--- src/source/rvPkg.sv ---
`default_nettype none
package rvPkg;
	localparam int DataWidth = 32;
	localparam int AddrWidth = 32;
	localparam int MemWords = 256;
	localparam int MemIndexWidth = $clog2(MemWords);

	localparam logic [6:0] OpReg = 7'b0110011;
	localparam logic [6:0] OpImm = 7'b0010011;
	localparam logic [6:0] OpLoad = 7'b0000011;
	localparam logic [6:0] OpStore = 7'b0100011;
	localparam logic [6:0] OpBranch = 7'b1100011;
	localparam logic [6:0] OpJal = 7'b1101111;
	localparam logic [6:0] OpJalr = 7'b1100111;
	localparam logic [6:0] OpLui = 7'b0110111;
	localparam logic [6:0] OpAuipc = 7'b0010111;

	localparam logic [3:0] AluAdd = 4'd0;
	localparam logic [3:0] AluSub = 4'd1;
	localparam logic [3:0] AluSll = 4'd2;
	localparam logic [3:0] AluSlt = 4'd3;
	localparam logic [3:0] AluSltu = 4'd4;
	localparam logic [3:0] AluXor = 4'd5;
	localparam logic [3:0] AluSrl = 4'd6;
	localparam logic [3:0] AluSra = 4'd7;
	localparam logic [3:0] AluOr = 4'd8;
	localparam logic [3:0] AluAnd = 4'd9;
	localparam logic [3:0] AluEq = 4'd10;
	localparam logic [3:0] AluNe = 4'd11;
	localparam logic [3:0] AluGe = 4'd12;
	localparam logic [3:0] AluGeu = 4'd13;

	localparam logic [1:0] PcAdd4 = 2'd0;
	localparam logic [1:0] PcAddImm = 2'd1;
	localparam logic [1:0] PcSet = 2'd2;
	localparam logic [1:0] PcHold = 2'd3;

	typedef union packed {
		logic [31:0] raw;
		struct packed {
			logic [6:0] funct7;
			logic [4:0] rs2;
			logic [4:0] rs1;
			logic [2:0] funct3;
			logic [4:0] rd;
			logic [6:0] opcode;
		} r;
		struct packed {
			logic [11:0] imm12;
			logic [4:0] rs1;
			logic [2:0] funct3;
			logic [4:0] rd;
			logic [6:0] opcode;
		} i;
		struct packed {
			logic [6:0] immHigh;
			logic [4:0] rs2;
			logic [4:0] rs1;
			logic [2:0] funct3;
			logic [4:0] immLow;
			logic [6:0] opcode;
		} s;
		struct packed {
			logic immSign; // imm[12]
			logic [5:0] immMid; // imm[10:5]
			logic [4:0] rs2;
			logic [4:0] rs1;
			logic [2:0] funct3;
			logic [3:0] immLow; // imm[4:1]
			logic immBit11;
			logic [6:0] opcode;
		} b;
		struct packed {
			logic [19:0] imm20;
			logic [4:0] rd;
			logic [6:0] opcode;
		} uj;
	} instrWord;
endpackage
`default_nettype wire

--- src/source/programCounter.sv ---
`timescale 1ns/1ps
`default_nettype none
module programCounter (
	input wire clk,
	input wire reset,
	input wire [1:0] pcOp,
	input wire [rvPkg::AddrWidth-1:0] pcOffset,
	input wire [rvPkg::AddrWidth-1:0] pcTarget,
	output logic [rvPkg::AddrWidth-1:0] pc
);

	always_ff @(posedge clk)
	begin
		if (reset)
			pc <= '0;
		else
		begin
			case (pcOp)
				rvPkg::PcAdd4: pc <= pc + 32'd4;
				rvPkg::PcAddImm: pc <= pc + pcOffset; // branch taken, jal
				rvPkg::PcSet: pc <= {pcTarget[rvPkg::AddrWidth-1:1], 1'b0}; // jalr
				default: pc <= pc;
			endcase
		end
	end

	pcAligned: assert property (@(posedge clk) disable iff (reset) pc[1:0] == 2'b00)
		else $error("pc not word aligned: %h", pc);

endmodule
`default_nettype wire

--- config.mk ---
export PLATFORM = sky130hd
export DESIGN_NAME = programCounter
export DESIGN_NICKNAME = d
export VERILOG_FILES = /design/src/source/rvPkg.sv /design/src/source/programCounter.sv
export SDC_FILE = /design/constraint.sdc
export NUM_CORES = 1
export LEC_CHECK = 0
export BUFFER_PORTS_ARGS = -buffer_cell sky130_fd_sc_hd__buf_2
export CORE_MARGIN = 2
export CORE_UTILIZATION = 50
export CTS_BUF_LIST = sky130_fd_sc_hd__clkbuf_2 sky130_fd_sc_hd__clkbuf_4 sky130_fd_sc_hd__clkbuf_8
export DETAILED_ROUTE_END_ITERATION = 8
export MAX_ROUTING_LAYER = met4
export PLACE_DENSITY = 0.74
export RECOVER_POWER = 100
export SLEW_MARGIN = 25
export SYNTH_ARGS = -nofsm -noshare
export SYNTH_HDL_FRONTEND = slang
export SYNTH_SLANG_ARGS = --single-unit
--- constraint.sdc ---
create_clock -name clk -period 3.3 [get_ports clk]
set_input_delay 0.165 -clock clk [delete_from_list [all_inputs] [get_ports clk]]
set_output_delay 0.165 -clock clk [all_outputs]
set_load 0.01 [all_outputs]
# ---- Yosys cells after proc, flatten, opt, wreduce, memory -nomap -nowiden
# Index checks and enable logic that the tools add are counted.
dict set report classes {
  shifts 0
  n_mux 1
  n_addsub 2
  n_div 0
  n_lt_le_gt_ge 0
  n_reduce_logical 2
  n_eq_ne 2
  n_bitwise 0
  mul 0
}
# cell n
set op_table {}
lappend op_table {{one-hot mux 32 bit (3 select lines)} 1}
lappend op_table {{adder 32 x 3 -> 32 bit (second input constant)} 1}
lappend op_table {{adder 32 bit} 1}
lappend op_table {{nonzero test 3 bit} 1}
lappend op_table {{equality test 2 x 1 -> 1 bit (second input constant)} 1}
lappend op_table {{equality test 2 bit (second input constant)} 1}
lappend op_table {{logical NOT 2 bit} 1}
dict set report totals {
  output_inout_bits 32
  ram_bits 0
  latch_bits 0
  memories 0
  ff_bits 32
  romBits 0
  inputBits 68
}

# ---- Logic depth before layout (Yosys ltp)
dict set report depth {
  ltp_word 2
  ltp_mapped 10
}

# ---- Least setup slack after synthesis
# No wires, ideal clock.
dict set report synth_timing {
  path_type {register to register}
  start {register pc[22] (netlist name)}
  end {register pc[29] (netlist name)}
  setup_slack_ps 791
  path_stages_with_launch 11
  n_path_buf 1
  arrival_time_ps 2423
  cell_sequence {dfxtp_1 ha_1 clkbuf_1 a2111oi_0 o2111ai_1 nand2_1 o22ai_1 o41ai_1 xnor2_1 nand3_1 a211oi_1}
}
dict set report synth_via {
  elab_chain_len 2
  elab_cells_between_ends 3
}
# item line
set synth_lines {}
lappend synth_lines {{start: declaration} programCounter.sv:9} ;# output logic [rvPkg::AddrWidth-1:0] pc
lappend synth_lines {{start signal: assignment} programCounter.sv:19} ;# rvPkg::PcAdd4: pc <= pc + 32'd4;
lappend synth_lines {{start signal: assignment} programCounter.sv:20} ;# rvPkg::PcAddImm: pc <= pc + pcOffset;
lappend synth_lines {{start signal: assignment} programCounter.sv:21} ;# rvPkg::PcSet: pc <= {pcTarget[rvPkg::AddrWidth-1:1], 1'b0};
lappend synth_lines {{adder 32 bit or adder 32 x 3 -> 32 bit (tied branches)} {programCounter.sv:20, programCounter.sv:19}}
lappend synth_lines {{one-hot mux 32 bit (3 select lines) (*)} programCounter.sv:18} ;# case (pcOp)
# Every way passes the cells marked *; elsewhere a longest branch is shown, timed or not.
# A chain may end at the register's enable or synchronous reset.

# ---- Worst setup path in the final report
dict set report layout_timing {
  start {register pc[0] (netlist name)}
  end {register pc[26] (netlist name)}
}
# The elaborated chain is that of the path after synthesis.

==> flow_summary.toml <==
[global_routing]
grt_util_all_layers = 0.320
global_route.peak_usage_layer = "met2"
met2_usage = 0.511
globalRouteMet3Util = 0.0309
globalRoute.totalOverflow = 0
grt_util_met1 = 0.432
initial_antenna_violation_count = 0
grt_pass1_vias = 4355
grt_first_pass_wirelength_mm = 21.6
grt_max_degree = 31

[placement]
preCtsSetupSlack_ns = 0.428
port_buffers = 98
post-dp-hpwl_mm = 9.84
place_congestion = 0.993

[detailed_routing]
wirelength_mm = 13.3
drt-wirelength-per-cell_microns = 18.2
detail-route-antenna-nets = 0
viasPerCell = 6.39
via_count = 4681
drt_first_iter_violations = 461
firstDrtPassIters = 5
drt_drc_violations_left = 0

[critical_path]
required_time_of_the_worst_setup_path_ns = 3.46
critPathCapture = "pc[26]$_SDFFE_PP0P_"
critical_setup_path_kind = "reg -> reg"
worstReg2RegStart = "pc[0]$_SDFFE_PP0P_"
crit_path_start_kind = "register"
data_arrival_time_at_the_worst_slack_endpoint_ns = 3.23
crit_start = "pc[0]$_SDFFE_PP0P_"
r2r_end = "pc[26]$_SDFFE_PP0P_"
worst-r2r-cell-count = 10
timing.critical_path.fanout_max = 3
worst_setup_path_end_kind = "register"
timing.reg2reg.setup_slack_ns = 0.23

[timing]
timing.final.crit_share = 0.929
report.final.slew_viol_count = 0
setup_tns_final_ns = 0
finalSetupViolCount = 0
post-route-min-period_ns = 3.07
final_critical_path_setup_slack_ns = 0.234
worstMarginPinSlew_ns = 0.776
hold_violations = 0
grt_setup_unrepaired = "false"
fin_worst_skew_ns = 0.0106
fmax_ghz = 0.326
timing.slew.headroom = 0.482

[cts]
cts_setup_buffers = 0
path_clk_slew_ns = 0.08
cts_max_level = 2
clock_tree.buffer_depth = 2
number_of_buffers_added_to_fix_hold_violations_after_cts = 0
clkLatencyLatePin_ns = 0.30
cts_tree = "done"
clock-sinks = 32
root_buffer_master = "sky130_fd_sc_hd__clkbuf_8"
numCtsBuffers = 5
cts-resized-gates = 0

[synth]
post_synth_edffs = 0
yosysUniqueCellTypes = 63
synth_compound_area_frac = 0.350
synth_adder_area_share = 0.117
postSynth.asyncResetShare = 0
flip_flop_and_latch_count_after_synthesis = 32
synth_xor_area_frac = 0.0782
count_of_warnings_emitted_by_yosys = 0
synth_top_family_by_area = "compound AO/OA/AOI/OAI gates"
netlist.area_leader.share = 0.163
synthesis.nets = 648
netlist_area_sq_mm = 0.00392
seq_area_frac_synth = 0.163
synth-main-ff-cell = "sky130_fd_sc_hd__dfxtp_1"
synth_top_cells_by_area = "sky130_fd_sc_hd__dfxtp_1 16%, sky130_fd_sc_hd__ha_1 11%, sky130_fd_sc_hd__a21oi_1 6.1%, sky130_fd_sc_hd__xnor2_1 5.6%, sky130_fd_sc_hd__nand2_1 5.0%"
postSynthCellCount = 544
muxShareOfSynthArea = 0.00255
synth-simple-area-share = 0.233
synth_top_cell_by_area = "sky130_fd_sc_hd__dfxtp_1"
synth_area_per_cell_sq_um = 7.20

[outcome]
run_status = "finished clean"

[die]
initial_utilization = 0.512
design.core.area_sq_mm = 0.00765
floorplan.die.width_microns = 92.5
die_height_microns = 92.5
fp-row-count = 32
die_area_sq_mm = 0.00856
design.portCount = 100

[min_path]
worstHoldPathType = "in -> reg"

[finish]
drive_gt1_frac = 0.159
final_stage_net_count = 733
insertedDiodeCount = 0
post_synthesis_to_final_layout_area_growth_pct = 16.3
largest_reg_flops = 32
reg_top3 = "pc (32)"
registers.top_by_ff_count = "pc"

[pwr]
power_leakage_nw = 1.86
power-per-cell-area_mw_per_mm2 = 346
max-vdd-ir-drop_mv = 0.141

[job]
drv.max_cap_violation_count = 0
==> where the power goes <==
part           switching (mW)  leakage (nW)  internal (mW)  total (mW)
Sequential             0.0532         0.263          0.421       0.474
Clock                   0.176        0.0586          0.233       0.409
Combinational           0.406          1.54          0.287       0.692
==> placed cells by master (no fill, tap or decap), types with 5 or more instances in the layout <==
master	n
sky130_fd_sc_hd__buf_2	70
sky130_fd_sc_hd__nand2_1	52
sky130_fd_sc_hd__a21oi_1	48
sky130_fd_sc_hd__nor2_1	42
sky130_fd_sc_hd__o21ai_0	38
sky130_fd_sc_hd__ha_1	35
sky130_fd_sc_hd__clkbuf_1	33
sky130_fd_sc_hd__dfxtp_1	32
sky130_fd_sc_hd__xnor2_1	25
sky130_fd_sc_hd__inv_1	22
sky130_fd_sc_hd__nand3_1	22
sky130_fd_sc_hd__a221oi_1	20
sky130_fd_sc_hd__a211oi_1	13
sky130_fd_sc_hd__nor3_1	11
sky130_fd_sc_hd__nor2b_1	10
sky130_fd_sc_hd__a21o_1	10
sky130_fd_sc_hd__xor2_1	10
sky130_fd_sc_hd__a22oi_1	8
sky130_fd_sc_hd__o22ai_1	8
sky130_fd_sc_hd__a31oi_1	8
sky130_fd_sc_hd__buf_4	8
sky130_fd_sc_hd__nand4_1	7
sky130_fd_sc_hd__o31ai_1	6
sky130_fd_sc_hd__and3_1	6
sky130_fd_sc_hd__nor4_1	5
sky130_fd_sc_hd__a221o_1	5
sky130_fd_sc_hd__clkbuf_8	5
==> how the worst min path moves through the flow <==
stage | slack (ns) | depth (start not counted) | startpoint | endpoint
after CTS | 0.12 | 3 | pcTarget[24] | pc[24]$_SDFFE_PP0P_
final | 0.12 | 3 | pcTarget[24] | pc[24]$_SDFFE_PP0P_
after global placement | 0.43 | 3 | pcTarget[24] | pc[24]$_SDFFE_PP0P_
after floorplan | 0.32 | 2 | pcTarget[24] | pc[24]$_SDFFE_PP0P_
after global routing | 0.18 | 3 | pcTarget[24] | pc[24]$_SDFFE_PP0P_
after detailed placement | 0.43 | 3 | pcTarget[24] | pc[24]$_SDFFE_PP0P_
==> cell usage after synthesis (5+ instances only) <==
master / number
sky130_fd_sc_hd__dfxtp_1: 32
sky130_fd_sc_hd__a22oi_1: 8
sky130_fd_sc_hd__nand3_1: 22
sky130_fd_sc_hd__xor2_1: 10
sky130_fd_sc_hd__nor4_1: 5
sky130_fd_sc_hd__o21ai_0: 38
sky130_fd_sc_hd__inv_1: 22
sky130_fd_sc_hd__a21o_1: 10
sky130_fd_sc_hd__nor3_1: 11
sky130_fd_sc_hd__and3_1: 6
sky130_fd_sc_hd__ha_1: 35
sky130_fd_sc_hd__clkbuf_1: 29
sky130_fd_sc_hd__o22ai_1: 8
sky130_fd_sc_hd__a211oi_1: 13
sky130_fd_sc_hd__a31oi_1: 8
sky130_fd_sc_hd__o31ai_1: 6
sky130_fd_sc_hd__nand2_1: 52
sky130_fd_sc_hd__nand4_1: 7
sky130_fd_sc_hd__a21oi_1: 48
sky130_fd_sc_hd__nor2_1: 42
sky130_fd_sc_hd__xnor2_1: 25
sky130_fd_sc_hd__a221oi_1: 20
sky130_fd_sc_hd__nor2b_1: 10
sky130_fd_sc_hd__a221o_1: 5
==> metal layers <==
metal  part of all wire  vias up
met5                  0        -
met3               0.10       31
met2               0.45      268
met4              0.021        0
met1               0.43     2158
li1                   -     2224
==> area by class of cell <==
cell class	count	area (sq um)
fill	781	3090
multi-input combinational	457	3060
sequential	32	641
timing repair buffer	111	534
tap	102	128
inverter	22	82.6
clock buffer	6	76.3
clock inverter	2	35.0
==> worst max-delay path, cell delays in order, from the launching register on <==
cell and delay [ns]:
sky130_fd_sc_hd__dfxtp_1 0.33, sky130_fd_sc_hd__ha_1 0.21, sky130_fd_sc_hd__fa_1 0.42, sky130_fd_sc_hd__a21oi_1 0.23, sky130_fd_sc_hd__o31ai_1 0.16, sky130_fd_sc_hd__a22oi_1 0.30
sky130_fd_sc_hd__a211oi_1 0.18, sky130_fd_sc_hd__a211oi_1 0.50, sky130_fd_sc_hd__xnor2_1 0.14, sky130_fd_sc_hd__a221oi_1 0.37, sky130_fd_sc_hd__a2111oi_2 0.08
==> cell families (layout without fill, tap and decap cells) <==
kind of cell | after synthesis | count (layout)
AOI/OAI and AO/OA | 202 | 202
and+or+nand+nor | 183 | 183
buffers and inverters | 55 | 141
adders and majority gates | 36 | 36
xor gates and xnor gates | 35 | 35
DFF | 32 | 32
muxes | 1 | 1
==> metrics by stage <==
| step | total power, mW | instance area (sq um) | hold WS (ns) | cells | util |
|---|---|---|---|---|---|
| 3_5_place_dp | 1.16 | 4500 | 0.433 | 724 | 0.589 |
| 6_report | 1.58 | 4560 | 0.123 | 732 | 0.596 |
| 3_3_place_gp | 1.15 | 4500 | 0.434 | 724 | 0.589 |
| 2_1_floorplan | 0.957 | 3920 | 0.324 | 544 | - |
| 5_1_grt | 1.67 | 4560 | 0.175 | 732 | 0.596 |
| 4_1_cts | 1.57 | 4610 | 0.121 | 732 | 0.603 |
Power figures use the tool's default switching activity.
