File: src/source/rvPkg.sv
`default_nettype none
package rvPkg;
	localparam int DataWidth = 32;
	localparam int AddrWidth = 32;
	localparam int MemWords = 256;
	localparam int MemIndexWidth = $clog2(MemWords);

	localparam logic [6:0] OpReg = 7'b0110011;
	localparam logic [6:0] OpImm = 7'b0010011;
	localparam logic [6:0] OpLoad = 7'b0000011;
	localparam logic [6:0] OpStore = 7'b0100011;
	localparam logic [6:0] OpBranch = 7'b1100011;
	localparam logic [6:0] OpJal = 7'b1101111;
	localparam logic [6:0] OpJalr = 7'b1100111;
	localparam logic [6:0] OpLui = 7'b0110111;
	localparam logic [6:0] OpAuipc = 7'b0010111;

	localparam logic [3:0] AluAdd = 4'd0;
	localparam logic [3:0] AluSub = 4'd1;
	localparam logic [3:0] AluSll = 4'd2;
	localparam logic [3:0] AluSlt = 4'd3;
	localparam logic [3:0] AluSltu = 4'd4;
	localparam logic [3:0] AluXor = 4'd5;
	localparam logic [3:0] AluSrl = 4'd6;
	localparam logic [3:0] AluSra = 4'd7;
	localparam logic [3:0] AluOr = 4'd8;
	localparam logic [3:0] AluAnd = 4'd9;
	localparam logic [3:0] AluEq = 4'd10;
	localparam logic [3:0] AluNe = 4'd11;
	localparam logic [3:0] AluGe = 4'd12;
	localparam logic [3:0] AluGeu = 4'd13;

	localparam logic [1:0] PcAdd4 = 2'd0;
	localparam logic [1:0] PcAddImm = 2'd1;
	localparam logic [1:0] PcSet = 2'd2;
	localparam logic [1:0] PcHold = 2'd3;

	typedef union packed {
		logic [31:0] raw;
		struct packed {
			logic [6:0] funct7;
			logic [4:0] rs2;
			logic [4:0] rs1;
			logic [2:0] funct3;
			logic [4:0] rd;
			logic [6:0] opcode;
		} r;
		struct packed {
			logic [11:0] imm12;
			logic [4:0] rs1;
			logic [2:0] funct3;
			logic [4:0] rd;
			logic [6:0] opcode;
		} i;
		struct packed {
			logic [6:0] immHigh;
			logic [4:0] rs2;
			logic [4:0] rs1;
			logic [2:0] funct3;
			logic [4:0] immLow;
			logic [6:0] opcode;
		} s;
		struct packed {
			logic immSign; // imm[12]
			logic [5:0] immMid; // imm[10:5]
			logic [4:0] rs2;
			logic [4:0] rs1;
			logic [2:0] funct3;
			logic [3:0] immLow; // imm[4:1]
			logic immBit11;
			logic [6:0] opcode;
		} b;
		struct packed {
			logic [19:0] imm20;
			logic [4:0] rd;
			logic [6:0] opcode;
		} uj;
	} instrWord;
endpackage
`default_nettype wire

File: src/source/instrFields.sv
`timescale 1ns/1ps
`default_nettype none
module instrFields (
	input wire rvPkg::instrWord instr,
	output logic [4:0] rs1,
	output logic [4:0] rs2,
	output logic [4:0] rd,
	output logic [2:0] funct3,
	output logic funct7bit,
	output logic [rvPkg::DataWidth-1:0] imm
);

	assign rs1 = instr.r.rs1;
	assign rs2 = instr.r.rs2;
	assign rd = instr.r.rd;
	assign funct3 = instr.r.funct3;
	assign funct7bit = instr.r.funct7[5]; // sub, sra, srai

	always_comb
	begin
		case (instr.r.opcode)
			rvPkg::OpLoad, rvPkg::OpImm, rvPkg::OpJalr:
				imm = {{20{instr.i.imm12[11]}}, instr.i.imm12};
			rvPkg::OpStore:
				imm = {{20{instr.s.immHigh[6]}}, instr.s.immHigh, instr.s.immLow};
			rvPkg::OpBranch:
				imm = {{20{instr.b.immSign}}, instr.b.immBit11, instr.b.immMid,
					instr.b.immLow, 1'b0};
			rvPkg::OpLui, rvPkg::OpAuipc:
				imm = {instr.uj.imm20, 12'b0};
			rvPkg::OpJal: // imm[20|10:1|11|19:12]
				imm = {{12{instr.uj.imm20[19]}}, instr.uj.imm20[7:0], instr.uj.imm20[8],
					instr.uj.imm20[18:9], 1'b0};
			default:
				imm = '0;
		endcase
	end

endmodule
`default_nettype wire

File: config.mk
export PLATFORM = sky130hd
export DESIGN_NAME = instrFields
export DESIGN_NICKNAME = d
export VERILOG_FILES = /design/src/source/rvPkg.sv /design/src/source/instrFields.sv
export SDC_FILE = /design/constraint.sdc
export NUM_CORES = 1
export LEC_CHECK = 0
export BUFFER_PORTS_ARGS = -buffer_cell sky130_fd_sc_hd__clkbuf_2
export CAP_MARGIN = 20
export CORE_MARGIN = 8
export CORE_UTILIZATION = 35
export DETAILED_ROUTE_END_ITERATION = 7
export PLACE_DENSITY = 0.84
export SYNTH_ARGS = -nofsm -noshare
export SYNTH_HDL_FRONTEND = slang
export SYNTH_SLANG_ARGS = --single-unit
File: constraint.sdc
create_clock -name vclk -period 1.44
set_clock_uncertainty 0.2 [all_clocks]
set_input_delay 0.072 -clock vclk [all_inputs]
set_output_delay 0.072 -clock vclk [all_outputs]
set_load 0.01 [all_outputs]
== After elaboration in Yosys (flattened, before gate mapping) ==
Cells that the tools add are included.
Storage, ports and cells
  output and inout port bits: 51
  bits in registers: 0
  input bits: 32
  logic and storage cells: 11
  memories: 0
  bits in latches: 0
  RAM bits: 0
  memory bits (read-only): 0
Operators by class
  mux-type cells: 1
  reductions and logical operators: 2
  multipliers: 0
  equal/unequal tests: 8
  bitwise logic cells: 0
  div/mod/pow operators: 0
  $lt $le $gt $ge: 0
  shifts and indexed selects: 0
  add/sub/neg operators: 0
Operators by type and width (count)
  32-bit case mux with 5 select lines: 1
  7-bit equality test, second input constant: 3
  7-bit by 5-bit equality test with 1-bit output, second input constant: 2
  7-bit by 6-bit equality test with 1-bit output, second input constant: 2
  7-bit by 2-bit equality test with 1-bit output, second input constant: 1
  3-bit OR reduction: 1
  2-bit OR reduction: 1

== Logic depth before layout (Yosys ltp) ==
  depth in word-level cells: 3
  gate-level depth with buffers: 5

== Worst setup path after synthesis ==
Ideal clock, no wire load.
  path kind: input to output
  start point: input instr[2] (netlist name)
  end point: output imm[20] (netlist name)
  data required time: 1168 ps
  buffers on the path: 2
  stages: 5
  setup slack: 113 ps
  arrival: 1055 ps
  cell sequence: buf_4 > and4bb_2 > a2bb2oi_2 > buf_2 > o21ai_0
Between the ends
  word-level cells in the longest chain between the ends: 3
  elaborated cells on any way between the ends: 11
  classes of those cells: 8 x eq/ne; 1 x mux; 2 x reduce/logical
RTL lines
  from (decl): RTL line instrFields.sv:4  | input wire rvPkg::instrWord instr,
  7-bit by 2-bit equality test with 1-bit output (tied with other cells): RTL line instrFields.sv:21  | case (instr.r.opcode)
  3-bit OR reduction / 2-bit OR reduction (equally long branches): RTL line instrFields.sv:21
  32-bit case mux with 5 select lines (*): RTL line instrFields.sv:21
  to (decl): RTL line instrFields.sv:10  | output logic [rvPkg::DataWidth-1:0] imm
Mark *: on every way between the ends. The rest lies on a longest branch, timed or not.

== Final worst setup path ==
  start point: input instr[6] (netlist name)
  end point: output imm[13] (netlist name)
The elaborated chain is that of the path after synthesis.

==> metrics.txt <==
# TYPE chip_impl_metric gauge
chip_impl_metric{name="period_minus_slack",unit="ps"} 1410
chip_impl_metric{name="postLayoutSetupSlackWorst",unit="ps"} 31.2
chip_impl_metric{name="grt_max_degree",unit=""} 18
chip_impl_metric{name="timing.final.hold_violations",unit=""} 0
chip_impl_info{name="grt_busiest_layer",value="met2"} 1
chip_impl_metric{name="sequential_cell_total",unit=""} 0
chip_impl_metric{name="use_met3",unit="%"} 6.14
chip_impl_metric{name="worst-endpoint-arrival",unit="ps"} 1140
chip_impl_metric{name="timing.final.crit_share",unit="%"} 97.8
chip_impl_metric{name="postSynthNetCount",unit=""} 130
chip_impl_metric{name="slowest_stage_delay_cp",unit="ps"} 430
chip_impl_metric{name="gr-usage-met2",unit="%"} 25.0
chip_impl_metric{name="clock_buffer_count",unit=""} 0
chip_impl_metric{name="floorplan.initialDensity",unit="%"} 36.2
chip_impl_metric{name="design_area",unit="um2"} 1080
chip_impl_metric{name="postSynthAreaPerCell",unit="um2"} 7.03
chip_impl_info{name="timing.critical_path.from",value="instr[6]"} 1
chip_impl_metric{name="overflow",unit=""} 0
chip_impl_metric{name="drt_drc_violations_left",unit=""} 0
chip_impl_metric{name="synthesis.instances",unit=""} 98
chip_impl_metric{name="clock_power_share",unit="%"} 0
chip_impl_metric{name="antenna_found_initial",unit=""} 0
chip_impl_metric{name="max_freq",unit="GHz"} 0.710
chip_impl_metric{name="die-width",unit="um"} 60.4
chip_impl_metric{name="yosysSeqAreaShare",unit="%"} 0
chip_impl_metric{name="finalWeightedCongestion",unit=""} 0.821
chip_impl_metric{name="power.share.switching",unit="%"} 52.2
chip_impl_metric{name="post-dp-hpwl",unit="mm"} 2.34
chip_impl_metric{name="drt-pass1-iter-count",unit=""} 4
chip_impl_metric{name="maxSlewViolCount",unit=""} 0
chip_impl_info{name="critPathSlowestCell",value="sky130_fd_sc_hd__or3b_4"} 1
chip_impl_metric{name="design.die.area",unit="um2"} 3650
chip_impl_metric{name="seq_area",unit="um2"} 0
chip_impl_info{name="hold_path.class",value="primary input to output pin"} 1
chip_impl_metric{name="placement.io_buffers",unit=""} 83
chip_impl_metric{name="nFillCells",unit=""} 182
chip_impl_metric{name="highest_net_fanout_along_the_worst_path",unit=""} 5
chip_impl_metric{name="share_seq_of_total_power",unit="%"} 0
chip_impl_metric{name="vias",unit=""} 993
chip_impl_metric{name="grt_pass1_vias",unit=""} 987
chip_impl_metric{name="yosysUniqueCellTypes",unit=""} 33
chip_impl_metric{name="fp.dieH",unit="um"} 60.4
chip_impl_metric{name="timing.hold.worst_path_depth",unit=""} 2
chip_impl_metric{name="worst_hold_check_slack",unit="ps"} 151
chip_impl_metric{name="place_ws",unit="ps"} -5.84
chip_impl_metric{name="design_power_total",unit="mW"} 0.236
chip_impl_metric{name="grtUsageMet1",unit="%"} 15.3
chip_impl_metric{name="number_of_buffers_and_inverters_on_the_critical_path",unit=""} 2
chip_impl_info{name="rsz_0062_raised_after_global_routing",value="yes"} 1
chip_impl_metric{name="ir_drop",unit="uV"} 102
chip_impl_metric{name="switching_power",unit="mW"} 0.123
chip_impl_metric{name="timing.critical_path.depth",unit=""} 5
chip_impl_metric{name="slew-limit-headroom",unit="%"} 75.2
chip_impl_metric{name="power.static_leakage",unit="nW"} 0.629
chip_impl_info{name="critPathLaunchType",value="primary input"} 1
chip_impl_info{name="crit_type",value="primary input to output pin"} 1
chip_impl_metric{name="yosysWarningCount",unit=""} 0
chip_impl_metric{name="worst-slew-pin-transition",unit="ps"} 372
chip_impl_metric{name="detail-route-antenna-nets",unit=""} 0
chip_impl_metric{name="comb_power_share",unit="%"} 100.0
chip_impl_metric{name="layout.core_utilization",unit="%"} 56.6
chip_impl_metric{name="powerDensity",unit="nW/um2"} 219
chip_impl_metric{name="internal_power",unit="mW"} 0.113
chip_impl_metric{name="grt_pass1_wl",unit="mm"} 4.25
chip_impl_metric{name="ctsHoldBuffers",unit=""} 0
chip_impl_metric{name="cp_data_required_time",unit="ps"} 1170
chip_impl_metric{name="nNetsFinal",unit=""} 197
chip_impl_metric{name="dpl_cell_area",unit="um2"} 998
chip_impl_metric{name="wl_per_cell",unit="um"} 15.2
chip_impl_metric{name="cap_violations",unit=""} 0
chip_impl_info{name="critical_path.endpoint_type",value="output pin"} 1
chip_impl_info{name="outcome",value="finished clean"} 1
chip_impl_metric{name="antenna-diode-count",unit=""} 0
chip_impl_metric{name="drt-total-wl",unit="mm"} 2.88
chip_impl_metric{name="syn_area",unit="um2"} 689
chip_impl_metric{name="placement_rows",unit=""} 16
chip_impl_metric{name="post_route_cells_drive_above_1_share",unit="%"} 67.5
chip_impl_metric{name="route.detailed.vias_per_inst",unit=""} 5.23
chip_impl_metric{name="syn_to_final_growth",unit="%"} 56.3
chip_impl_metric{name="drt_iter0_drc",unit=""} 18
chip_impl_metric{name="report.final.setup_viol",unit=""} 0
chip_impl_info{name="cp_cell_sequence",value="clkbuf_2, or3b_4, a21oi_2, a21o_2, buf_6"} 1
chip_impl_metric{name="core_area",unit="um2"} 1900
chip_impl_metric{name="globalRouteTotalUtil",unit="%"} 13.8
chip_impl_metric{name="ios",unit=""} 83
chip_impl_info{name="timing.critical_path.max_delay_family",value="simple AND/OR/NAND/NOR gates"} 1
chip_impl_info{name="cp-endpoint",value="imm[13]"} 1
-- stage by stage --
step | TNS [ps] | cells
floorplan | 0 | 98
global placement | 0 | 187
detailed placement | -24.9 | 187
CTS | 0 | 187
global route | -259 | 190
finish | 0 | 190
-- per-layer routing --
| layer | up-vias | share of wire [%] |
|---|---|---|
| met5 | - | 0 |
| met1 | 455 | 37 |
| met3 | 0 | 15 |
| li1 | 476 | - |
| met4 | 0 | 0 |
| met2 | 62 | 47 |
-- how the worst min path moves through the flow --
stage | start | to
after floorplan | instr[12] | funct3[0]
after global placement | instr[8] | rd[1]
after detailed placement | instr[19] | rs1[4]
after CTS | instr[9] | rd[2]
after global routing | instr[10] | rd[3]
final | instr[19] | rs1[4]
-- cells in the final DEF (no fill, tap or decap), types with 2 or more instances in the layout --
cell type and n:
sky130_fd_sc_hd__a21o_2 8, sky130_fd_sc_hd__a22o_1 4, sky130_fd_sc_hd__and2b_1 3, sky130_fd_sc_hd__and3b_2 2
sky130_fd_sc_hd__buf_2 5, sky130_fd_sc_hd__buf_4 6, sky130_fd_sc_hd__buf_6 7, sky130_fd_sc_hd__clkbuf_2 72
sky130_fd_sc_hd__nand2_1 2, sky130_fd_sc_hd__nand3_1 13, sky130_fd_sc_hd__nor2b_1 4, sky130_fd_sc_hd__o21a_1 2
sky130_fd_sc_hd__o21ai_0 11
-- area by class of cell --
cell class	instances	area (um2)	area share, %
inverters	1	3.75	0.348
multi-input cells	70	508	47.2
well taps	27	33.8	3.14
repair buffers	92	532	49.4
-- Yosys cell counts --
cell	instances	area share, %
sky130_fd_sc_hd__nand2_1	2	1.1
sky130_fd_sc_hd__nor3b_1	1	1.1
sky130_fd_sc_hd__inv_1	1	0.54
sky130_fd_sc_hd__a21oi_4	1	2.4
sky130_fd_sc_hd__or3b_4	1	1.6
sky130_fd_sc_hd__and3b_1	1	1.3
sky130_fd_sc_hd__and3_1	1	0.91
sky130_fd_sc_hd__buf_6	1	1.6
sky130_fd_sc_hd__clkbuf_1	3	1.6
sky130_fd_sc_hd__a31oi_1	1	0.91
sky130_fd_sc_hd__nor2_1	1	0.54
sky130_fd_sc_hd__o2bb2ai_1	1	1.3
sky130_fd_sc_hd__a21o_2	8	10
sky130_fd_sc_hd__or3_1	1	0.91
sky130_fd_sc_hd__and4bb_2	1	1.8
sky130_fd_sc_hd__a2bb2oi_2	1	2.2
sky130_fd_sc_hd__mux2i_1	1	1.5
sky130_fd_sc_hd__o21a_1	2	2.2
sky130_fd_sc_hd__and4_1	1	1.3
sky130_fd_sc_hd__o32ai_1	1	1.3
sky130_fd_sc_hd__nor2b_1	4	3.6
sky130_fd_sc_hd__and3b_2	2	2.9
sky130_fd_sc_hd__a22o_1	4	5.1
sky130_fd_sc_hd__nand3_1	13	9.4
sky130_fd_sc_hd__a32o_1	1	1.5
sky130_fd_sc_hd__buf_2	4	2.9
sky130_fd_sc_hd__nand4b_1	1	1.3
sky130_fd_sc_hd__and2b_1	3	3.3
sky130_fd_sc_hd__o21ai_0	12	8.7
sky130_fd_sc_hd__nand3b_1	1	1.1
sky130_fd_sc_hd__a211o_2	1	1.5
sky130_fd_sc_hd__nand2b_1	1	0.91
sky130_fd_sc_hd__buf_4	20	22
-- power by group through the flow --
stage,clock network (mW),registers [mW],logic (mW)
final,0,0,0.236
after global routing,0,0,0.256
after CTS,0,0,0.219
after detailed placement,0,0,0.218
after global placement,0,0,0.212
after floorplan,0,0,0.136
-- cells by family (layout without fill, tap and decap cells) --
kind of cell / count (synthesis) / after routing / share of synthesized area, %
compound gates: 33 / 34 / 37.0
buf+inv: 29 / 93 / 28.5
mux: 1 / 1 / 1.45
simple gates: 35 / 35 / 33.0
-- repair_timing --
item                       CTS  global route
buffers inserted             0             1
setup endpoints to repair    5            28
pin swaps                    0            13
cloned                       0             2
gates resized for setup      1            26
Note: power is estimated with default switching activity, not from simulation.
