File: config.mk
export PLATFORM = sky130hd
export DESIGN_NAME = decode
export DESIGN_NICKNAME = d
export VERILOG_FILES = /design/src/source/rvPkg.sv /design/src/source/decode.sv
export SDC_FILE = /design/constraint.sdc
export NUM_CORES = 1
export LEC_CHECK = 0
export BUFFER_PORTS_ARGS = -buffer_cell sky130_fd_sc_hd__buf_2
export CORE_AREA = 2 2 167 169
export DETAILED_ROUTE_END_ITERATION = 10
export DIE_AREA = 0 0 169 171
export GPL_TIMING_DRIVEN = 0
export PLACE_DENSITY = 0.46
export SLEW_MARGIN = 25
export SYNTH_ARGS = -nofsm -noshare
export SYNTH_HDL_FRONTEND = slang
export SYNTH_SLANG_ARGS = --single-unit
File: constraint.sdc
create_clock -name vclk -period 3
set_input_delay 0.6 -clock vclk [all_inputs]
set_output_delay 0.6 -clock vclk [all_outputs]
set_load 0.1 [all_outputs]
File: src/source/rvPkg.sv
`default_nettype none
package rvPkg;
	localparam int DataWidth = 32;
	localparam int AddrWidth = 32;
	localparam int MemWords = 256;
	localparam int MemIndexWidth = $clog2(MemWords);

	localparam logic [6:0] OpReg = 7'b0110011;
	localparam logic [6:0] OpImm = 7'b0010011;
	localparam logic [6:0] OpLoad = 7'b0000011;
	localparam logic [6:0] OpStore = 7'b0100011;
	localparam logic [6:0] OpBranch = 7'b1100011;
	localparam logic [6:0] OpJal = 7'b1101111;
	localparam logic [6:0] OpJalr = 7'b1100111;
	localparam logic [6:0] OpLui = 7'b0110111;
	localparam logic [6:0] OpAuipc = 7'b0010111;

	localparam logic [3:0] AluAdd = 4'd0;
	localparam logic [3:0] AluSub = 4'd1;
	localparam logic [3:0] AluSll = 4'd2;
	localparam logic [3:0] AluSlt = 4'd3;
	localparam logic [3:0] AluSltu = 4'd4;
	localparam logic [3:0] AluXor = 4'd5;
	localparam logic [3:0] AluSrl = 4'd6;
	localparam logic [3:0] AluSra = 4'd7;
	localparam logic [3:0] AluOr = 4'd8;
	localparam logic [3:0] AluAnd = 4'd9;
	localparam logic [3:0] AluEq = 4'd10;
	localparam logic [3:0] AluNe = 4'd11;
	localparam logic [3:0] AluGe = 4'd12;
	localparam logic [3:0] AluGeu = 4'd13;

	localparam logic [1:0] PcAdd4 = 2'd0;
	localparam logic [1:0] PcAddImm = 2'd1;
	localparam logic [1:0] PcSet = 2'd2;
	localparam logic [1:0] PcHold = 2'd3;

	typedef union packed {
		logic [31:0] raw;
		struct packed {
			logic [6:0] funct7;
			logic [4:0] rs2;
			logic [4:0] rs1;
			logic [2:0] funct3;
			logic [4:0] rd;
			logic [6:0] opcode;
		} r;
		struct packed {
			logic [11:0] imm12;
			logic [4:0] rs1;
			logic [2:0] funct3;
			logic [4:0] rd;
			logic [6:0] opcode;
		} i;
		struct packed {
			logic [6:0] immHigh;
			logic [4:0] rs2;
			logic [4:0] rs1;
			logic [2:0] funct3;
			logic [4:0] immLow;
			logic [6:0] opcode;
		} s;
		struct packed {
			logic immSign; // imm[12]
			logic [5:0] immMid; // imm[10:5]
			logic [4:0] rs2;
			logic [4:0] rs1;
			logic [2:0] funct3;
			logic [3:0] immLow; // imm[4:1]
			logic immBit11;
			logic [6:0] opcode;
		} b;
		struct packed {
			logic [19:0] imm20;
			logic [4:0] rd;
			logic [6:0] opcode;
		} uj;
	} instrWord;
endpackage
`default_nettype wire

File: src/source/decode.sv
`timescale 1ns/1ps
`default_nettype none
module decode (
	input wire instrValid,
	input wire rvPkg::instrWord instr,
	input wire [2:0] funct3,
	input wire funct7bit,
	input wire [rvPkg::DataWidth-1:0] imm,
	input wire [rvPkg::DataWidth-1:0] regData1,
	input wire [rvPkg::DataWidth-1:0] regData2,
	input wire [rvPkg::DataWidth-1:0] memReadData,
	input wire [rvPkg::AddrWidth-1:0] pc,
	input wire [rvPkg::DataWidth-1:0] aluResult,
	output logic [3:0] aluOp,
	output logic [rvPkg::DataWidth-1:0] aluX,
	output logic [rvPkg::DataWidth-1:0] aluY,
	output logic [1:0] pcOp,
	output logic [rvPkg::AddrWidth-1:0] pcTarget,
	output logic regWrite,
	output logic [rvPkg::DataWidth-1:0] regWriteData,
	output logic memWrite,
	output logic [3:0] memByteEnable,
	output logic [rvPkg::AddrWidth-1:0] memAddr,
	output logic [rvPkg::DataWidth-1:0] memWriteData
);

	logic [6:0] opcode;
	logic isReg;
	logic wantRegWrite;
	logic wantMemWrite;
	logic [rvPkg::DataWidth-1:0] loadShifted;
	logic [rvPkg::DataWidth-1:0] loadData;
	logic [rvPkg::AddrWidth-1:0] linkAddr;

	assign opcode = instr.r.opcode;
	assign isReg = opcode == rvPkg::OpReg;
	assign memAddr = aluResult;
	assign pcTarget = aluResult; // jalr rs1 + imm
	assign linkAddr = pc + 32'd4;
	assign loadShifted = memReadData >> {aluResult[1:0], 3'b000}; // selected lane to bit 0

	always_comb
	begin
		case (funct3)
			3'd0: loadData = {{24{loadShifted[7]}}, loadShifted[7:0]};
			3'd1: loadData = {{16{loadShifted[15]}}, loadShifted[15:0]};
			3'd4: loadData = {24'b0, loadShifted[7:0]};
			3'd5: loadData = {16'b0, loadShifted[15:0]};
			default: loadData = memReadData; // lw
		endcase
	end

	// operand and ALU select, independent of the ALU result
	always_comb
	begin
		aluOp = rvPkg::AluAdd;
		aluX = regData1;
		aluY = imm;
		case (opcode)
			rvPkg::OpReg, rvPkg::OpImm:
			begin
				if (isReg)
					aluY = regData2;
				case (funct3)
					3'd0: aluOp = (funct7bit && isReg) ? rvPkg::AluSub : rvPkg::AluAdd;
					3'd1: aluOp = rvPkg::AluSll;
					3'd2: aluOp = rvPkg::AluSlt;
					3'd3: aluOp = rvPkg::AluSltu;
					3'd4: aluOp = rvPkg::AluXor;
					3'd5: aluOp = funct7bit ? rvPkg::AluSra : rvPkg::AluSrl;
					3'd6: aluOp = rvPkg::AluOr;
					default: aluOp = rvPkg::AluAnd;
				endcase
			end
			rvPkg::OpBranch:
			begin
				aluY = regData2;
				case (funct3)
					3'd0: aluOp = rvPkg::AluEq;
					3'd1: aluOp = rvPkg::AluNe;
					3'd4: aluOp = rvPkg::AluSlt;
					3'd5: aluOp = rvPkg::AluGe;
					3'd6: aluOp = rvPkg::AluSltu;
					3'd7: aluOp = rvPkg::AluGeu;
					default: aluOp = rvPkg::AluAdd;
				endcase
			end
			rvPkg::OpAuipc: aluX = pc;
			default: aluX = regData1; // loads, stores, jalr
		endcase
	end

	always_comb
	begin
		pcOp = rvPkg::PcAdd4;
		regWriteData = aluResult;
		memWriteData = regData2;
		memByteEnable = 4'b0000;
		wantRegWrite = 1'b0;
		wantMemWrite = 1'b0;
		case (opcode)
			rvPkg::OpReg, rvPkg::OpImm, rvPkg::OpAuipc: wantRegWrite = 1'b1;
			rvPkg::OpLoad:
			begin
				regWriteData = loadData;
				wantRegWrite = 1'b1;
			end
			rvPkg::OpStore:
			begin
				case (funct3[1:0])
					2'd0:
					begin
						memWriteData = {4{regData2[7:0]}};
						memByteEnable = 4'b0001 << aluResult[1:0];
					end
					2'd1:
					begin
						memWriteData = {2{regData2[15:0]}};
						memByteEnable = aluResult[1] ? 4'b1100 : 4'b0011;
					end
					default: memByteEnable = 4'b1111;
				endcase
				wantMemWrite = 1'b1;
			end
			rvPkg::OpBranch:
			begin
				// funct3 2 and 3 are not branches
				if (aluResult[0] && funct3[2:1] != 2'b01)
					pcOp = rvPkg::PcAddImm;
			end
			rvPkg::OpJal, rvPkg::OpJalr:
			begin
				pcOp = (opcode == rvPkg::OpJal) ? rvPkg::PcAddImm : rvPkg::PcSet;
				regWriteData = linkAddr;
				wantRegWrite = 1'b1;
			end
			rvPkg::OpLui:
			begin
				regWriteData = imm;
				wantRegWrite = 1'b1;
			end
			default: wantRegWrite = 1'b0; // unknown, just step
		endcase
		if (!instrValid)
			pcOp = rvPkg::PcHold;
		regWrite = wantRegWrite && instrValid && instr.r.rd != 5'd0;
		memWrite = wantMemWrite && instrValid;
	end

endmodule
`default_nettype wire

# --- After elaboration in Yosys (flattened, before gate mapping) ---
# Cells that the tools add are included.
totals:
  reg_bits: 0
  latch_bits: 0
  ramBits: 0
  mem_bits_ro: 0
  in_bits: 229
  out_inout_bits: 204
  wordCells: 53
  memories: 0
op_classes:
  addsub: 1
  mul: 0
  div: 0
  n_lt_le_gt_ge: 0
  eq_ne: 18
  n_shift: 2
  muxes: 21
  n_bitwise: 0
  reduce_logical: 11
op_table:
  columns: ["operator", "count"]
  rows:
  - ["$pmux W32 S2", 2]
  - ["$pmux W32 S4", 1]
  - ["$mux W32", 3]
  - ["$pmux W32 S3", 1]
  - ["$add A32 B3 Y32 const B", 1]
  - ["$shr A32 B5 Y16", 1]
  - ["$pmux W4 S7", 1]
  - ["$pmux W4 S6", 1]
  - ["$eq A7 B6 Y1 const B", 3]
  - ["$eq A7 B7 Y1 const B", 3]
  - ["$pmux W4 S2", 2]
  - ["$eq A7 B5 Y1 const B", 2]
  - ["$eq A3 B3 Y1 const B", 4]
  - ["$mux W4", 2]
  - ["$eq A7 B2 Y1 const B", 1]
  - ["$reduce_or A7 Y1", 1]
  - ["$eq A3 B2 Y1 const B", 2]
  - ["$logic_and A1 B1 Y1", 5]
  - ["$mux W1", 5]
  - ["$reduce_bool A5 Y1", 1]
  - ["$mux W2", 2]
  - ["$pmux W2 S2", 1]
  - ["$reduce_or A2 Y1", 2]
  - ["$shl A1 B2 Y4 const A", 1]
  - ["5 further kinds", 5]

# --- Longest topological paths before layout ---
logic_depth:
  ltp_word: 5
  depth_mapped: 8
  depth_no_buf: 5

# --- Least setup slack after synthesis ---
# No wires, ideal clock.
synth_path:
  path_type: "in2out"
  startpoint: "in aluResult[0] in the netlist's numbering"
  endpoint: "out pcOp[0]"
  arrival_ps: 4814
  required_ps: 2400
  path_slack_ps: -2414
  path_stages: 4
  n_path_buf: 2
  path_cell_list: "clkbuf_1 > clkbuf_1 > o21ai_0 > o311ai_0"
synth_via:
  elab_chain_len: 4
synth_rtl:
  columns: ["item", "line_no", "source"]
  rows:
  - ["from (decl)", "decode.sv:13", "input wire [rvPkg::DataWidth-1:0] aluResult,"]
  - ["$logic_and A1 B1 Y1", "decode.sv:128", "if (aluResult[0] && funct3[2:1] != 2'b01)"]
  - ["$mux W1", "decode.sv:128", null]
  - ["$pmux W2 S2", "decode.sv:101", "case (opcode)"]
  - ["$mux W2", "decode.sv:144", "if (!instrValid)"]
  - ["to (decl)", "decode.sv:17", "output logic [1:0] pcOp,"]
# Every way passes these cells.

# --- Worst setup path in the final report ---
layout_path:
  startpoint: "in pc[9] in the netlist's numbering"
  endpoint: "out regWriteData[24] in the netlist's numbering"
layout_via:
  elab_chain_len: 2
layout_rtl:
  columns: ["item", "line_no", "source"]
  rows:
  - ["from (decl)", "decode.sv:12", "input wire [rvPkg::AddrWidth-1:0] pc,"]
  - ["$add A32 B3 Y32", "decode.sv:39", "assign linkAddr = pc + 32'd4;"]
  - ["$pmux W32 S3", "decode.sv:101", null]
  - ["to (decl)", "decode.sv:20", "output logic [rvPkg::DataWidth-1:0] regWriteData,"]
# Every way passes these cells.

==> flow_summary.yaml <==
synthesis:
  netlist_area_um2: 4088
  yosysMostFrequentCell: "mux2_2"
  avgSynthCellArea_um2: 7.023
  syn_inst: 582
  synth_common_cells: "77 x mux2_2, 72 x buf_4, 48 x nor2_1"
  seq_area_frac_synth_pct: 0
  yosysTopAreaCellShare_pct: 21.21
  ys.warnings.count: 0
  ys_types: 60
  syn_nets: 812
  synth_top_area_cell: "mux2_2"
  synth_area_leaders: "mux2_2 21%, buf_4 13%, mux2i_1 5.9%"
setup_path:
  slowest_stage: "or4_4"
  crit_start: "pc[9]"
  worstPathRequired_ns: 2.40
  slowest_delay_ns: 0.52
  worstSetupStartpointType: "input pin"
  crit_chain: "buf_8 -> nand4_1 -> or4_4 -> buf_6 -> buf_12 -> o31a_1 -> o21ai_4 -> a21oi_4 -> buf_12"
  cp_common_cell: "buf_12"
  worstPathArrival_ns: 2.45
  path_max_fanout: 10
  critPathKind: "input pin to primary output"
  end_kind: "primary output"
timing:
  rsz0062_at_grt: "yes"
  fin_crit_sh_pct: 101.8
  timing.final.ws_setup_ns: -0.05298
  finalSetupViolCount: 4
  tightest_slew_ns: 0.5738
  drv_slew: 0
  max_slew_margin_pct: 61.75
  period_needed_ns: 3.053
  timing.hold.ws_ns: 1.584
  hold_viol_final: 0
  fmax_ghz: 0.3275
place:
  port_buffers: 411
  dp_slack_ns: -1.362
  dp_hpwl_mm: 26.26
  gp_congestion: 0.8893
die:
  coreArea_um2: 27320
  fp-row-count: 61
  die_w_um: 169
  start_util_pct: 14.96
  io_pins: 433
  fp.dieArea_um2: 28900
  die_height_um: 171
min_path:
  min_from: "aluResult[0]"
  whs_path_depth: 2
  hp-class: "input pin to primary output"
  holdPathEnd: "memAddr[0]"
grt:
  grt_pass1_wl_mm: 41.99
  grt.overflow.total: 0
  grt_pass1_vias: 5825
  antenna_found_initial: 0
  grt_max_degree: 11
  track_usage_pct: 19.88
pwr:
  p_leak_nw: 4.068
  ir_worst_vdd_mv: 0.1737
  powerDensity_nw_per_um2: 243.9
  finalPower_mw: 2.137
finish:
  seq_area_um2: 0
  layout-drive-gt1-share_pct: 73.84
  fin_util_pct: 32.08
  syn2layout_area_growth_pct: 114.4
  design.seq.count: 0
  clock_buffers: 0
  nNetsFinal: 1264
  antenna_cells: 0
flow_run:
  cap_violations: 0
detailed_routing:
  wire_per_inst_um: 22.72
  viasPerCell: 4.687
  vias: 6459
  drc_errors: 0
  drtPass1Iterations: 5
  drt_iter0_drc: 457
  ant_nets: 0
  drt_wl_total_mm: 31.32
run_status:
  violations: "setup timing"
  status: "finished, violations left"
[stage by stage]
step                cells  TNS (ns)  instance area, um^2
finish               1378   -0.1086                 8765
global placement     1339    -70.70                 7238
detailed placement   1339    -68.26                 7238
global route         1378   -0.7536                 8765
floorplan             582    -5.193                 4748
CTS                  1367    -1.134                 8324
[final cells by class]
type | instances | area (um^2)
plain buffers | 115 | 928.4
multi-input cells | 446 | 4354
repair buffers | 455 | 2989
fillers | 2966 | 18560
well taps | 346 | 432.9
inverters | 16 | 60.06
[cells by family after synthesis]
group	count (synthesis)	synth area share [%]
AOI/OAI and AO/OA	176	30.12
muxes	101	27.09
adders and majority gates	1	0.3060
xor gates and xnor gates	16	3.428
and+or+nand+nor	152	19.56
buffers and inverters	136	19.50
[power by group]
group | internal [mW] | total [mW] | switching [mW] | leakage [nW]
sequential | 0 | 0 | 0 | 0
combinational | 0.546 | 2.14 | 1.59 | 4.07
clock | 0 | 0 | 0 | 0
[worst max-delay path by stage]
stage	cells after the start	to
detailed placement	9	regWriteData[12]
CTS	10	regWriteData[25]
floorplan	6	regWriteData[31]
global placement	9	regWriteData[12]
global route	8	regWriteData[17]
finish	9	regWriteData[24]
[critical path, delay by kind of cell]
kind	cells	cell delay, ns
AND/OR/NAND/NOR	2	0.70
buffers and inverters	4	0.56
AO/OA/AOI/OAI	3	0.58
[cell usage in the layout, fill, tap and decap left out, types with 8 or more instances in the layout]
master and n:
a21o_1 15, a21oi_1 10, a21oi_4 20, a221oi_4 11, a22oi_1 17, a31oi_4 8
buf_12 18, buf_2 334, buf_4 137, buf_6 41, clkbuf_2 10, clkbuf_4 8
inv_1 14, mux2_2 76, mux2i_1 23, nand2_1 28, nand3_1 8, nor2_1 39
o211ai_1 8, o21ai_0 20, o21ai_2 9, xnor2_1 8
[timing repair]
item                       in CTS  in global routing
hold endpoints to repair        0                  0
gates cloned                    2                  1
pin swaps                      13                 36
setup endpoints to repair     121                 67
gates resized for setup       211                132
hold buffers                    0                  0
setup buffers                  30                 14
[routing by layer]
metal	up-vias	GRT usage (%)	share of wire [%]
met1	3099	26.95	43
met5	-	0	0
met3	12	1.874	6.0
met4	0	2.601	1.1
li1	3039	-	-
met2	309	35.00	50
(Power assumes the default switching activity.)
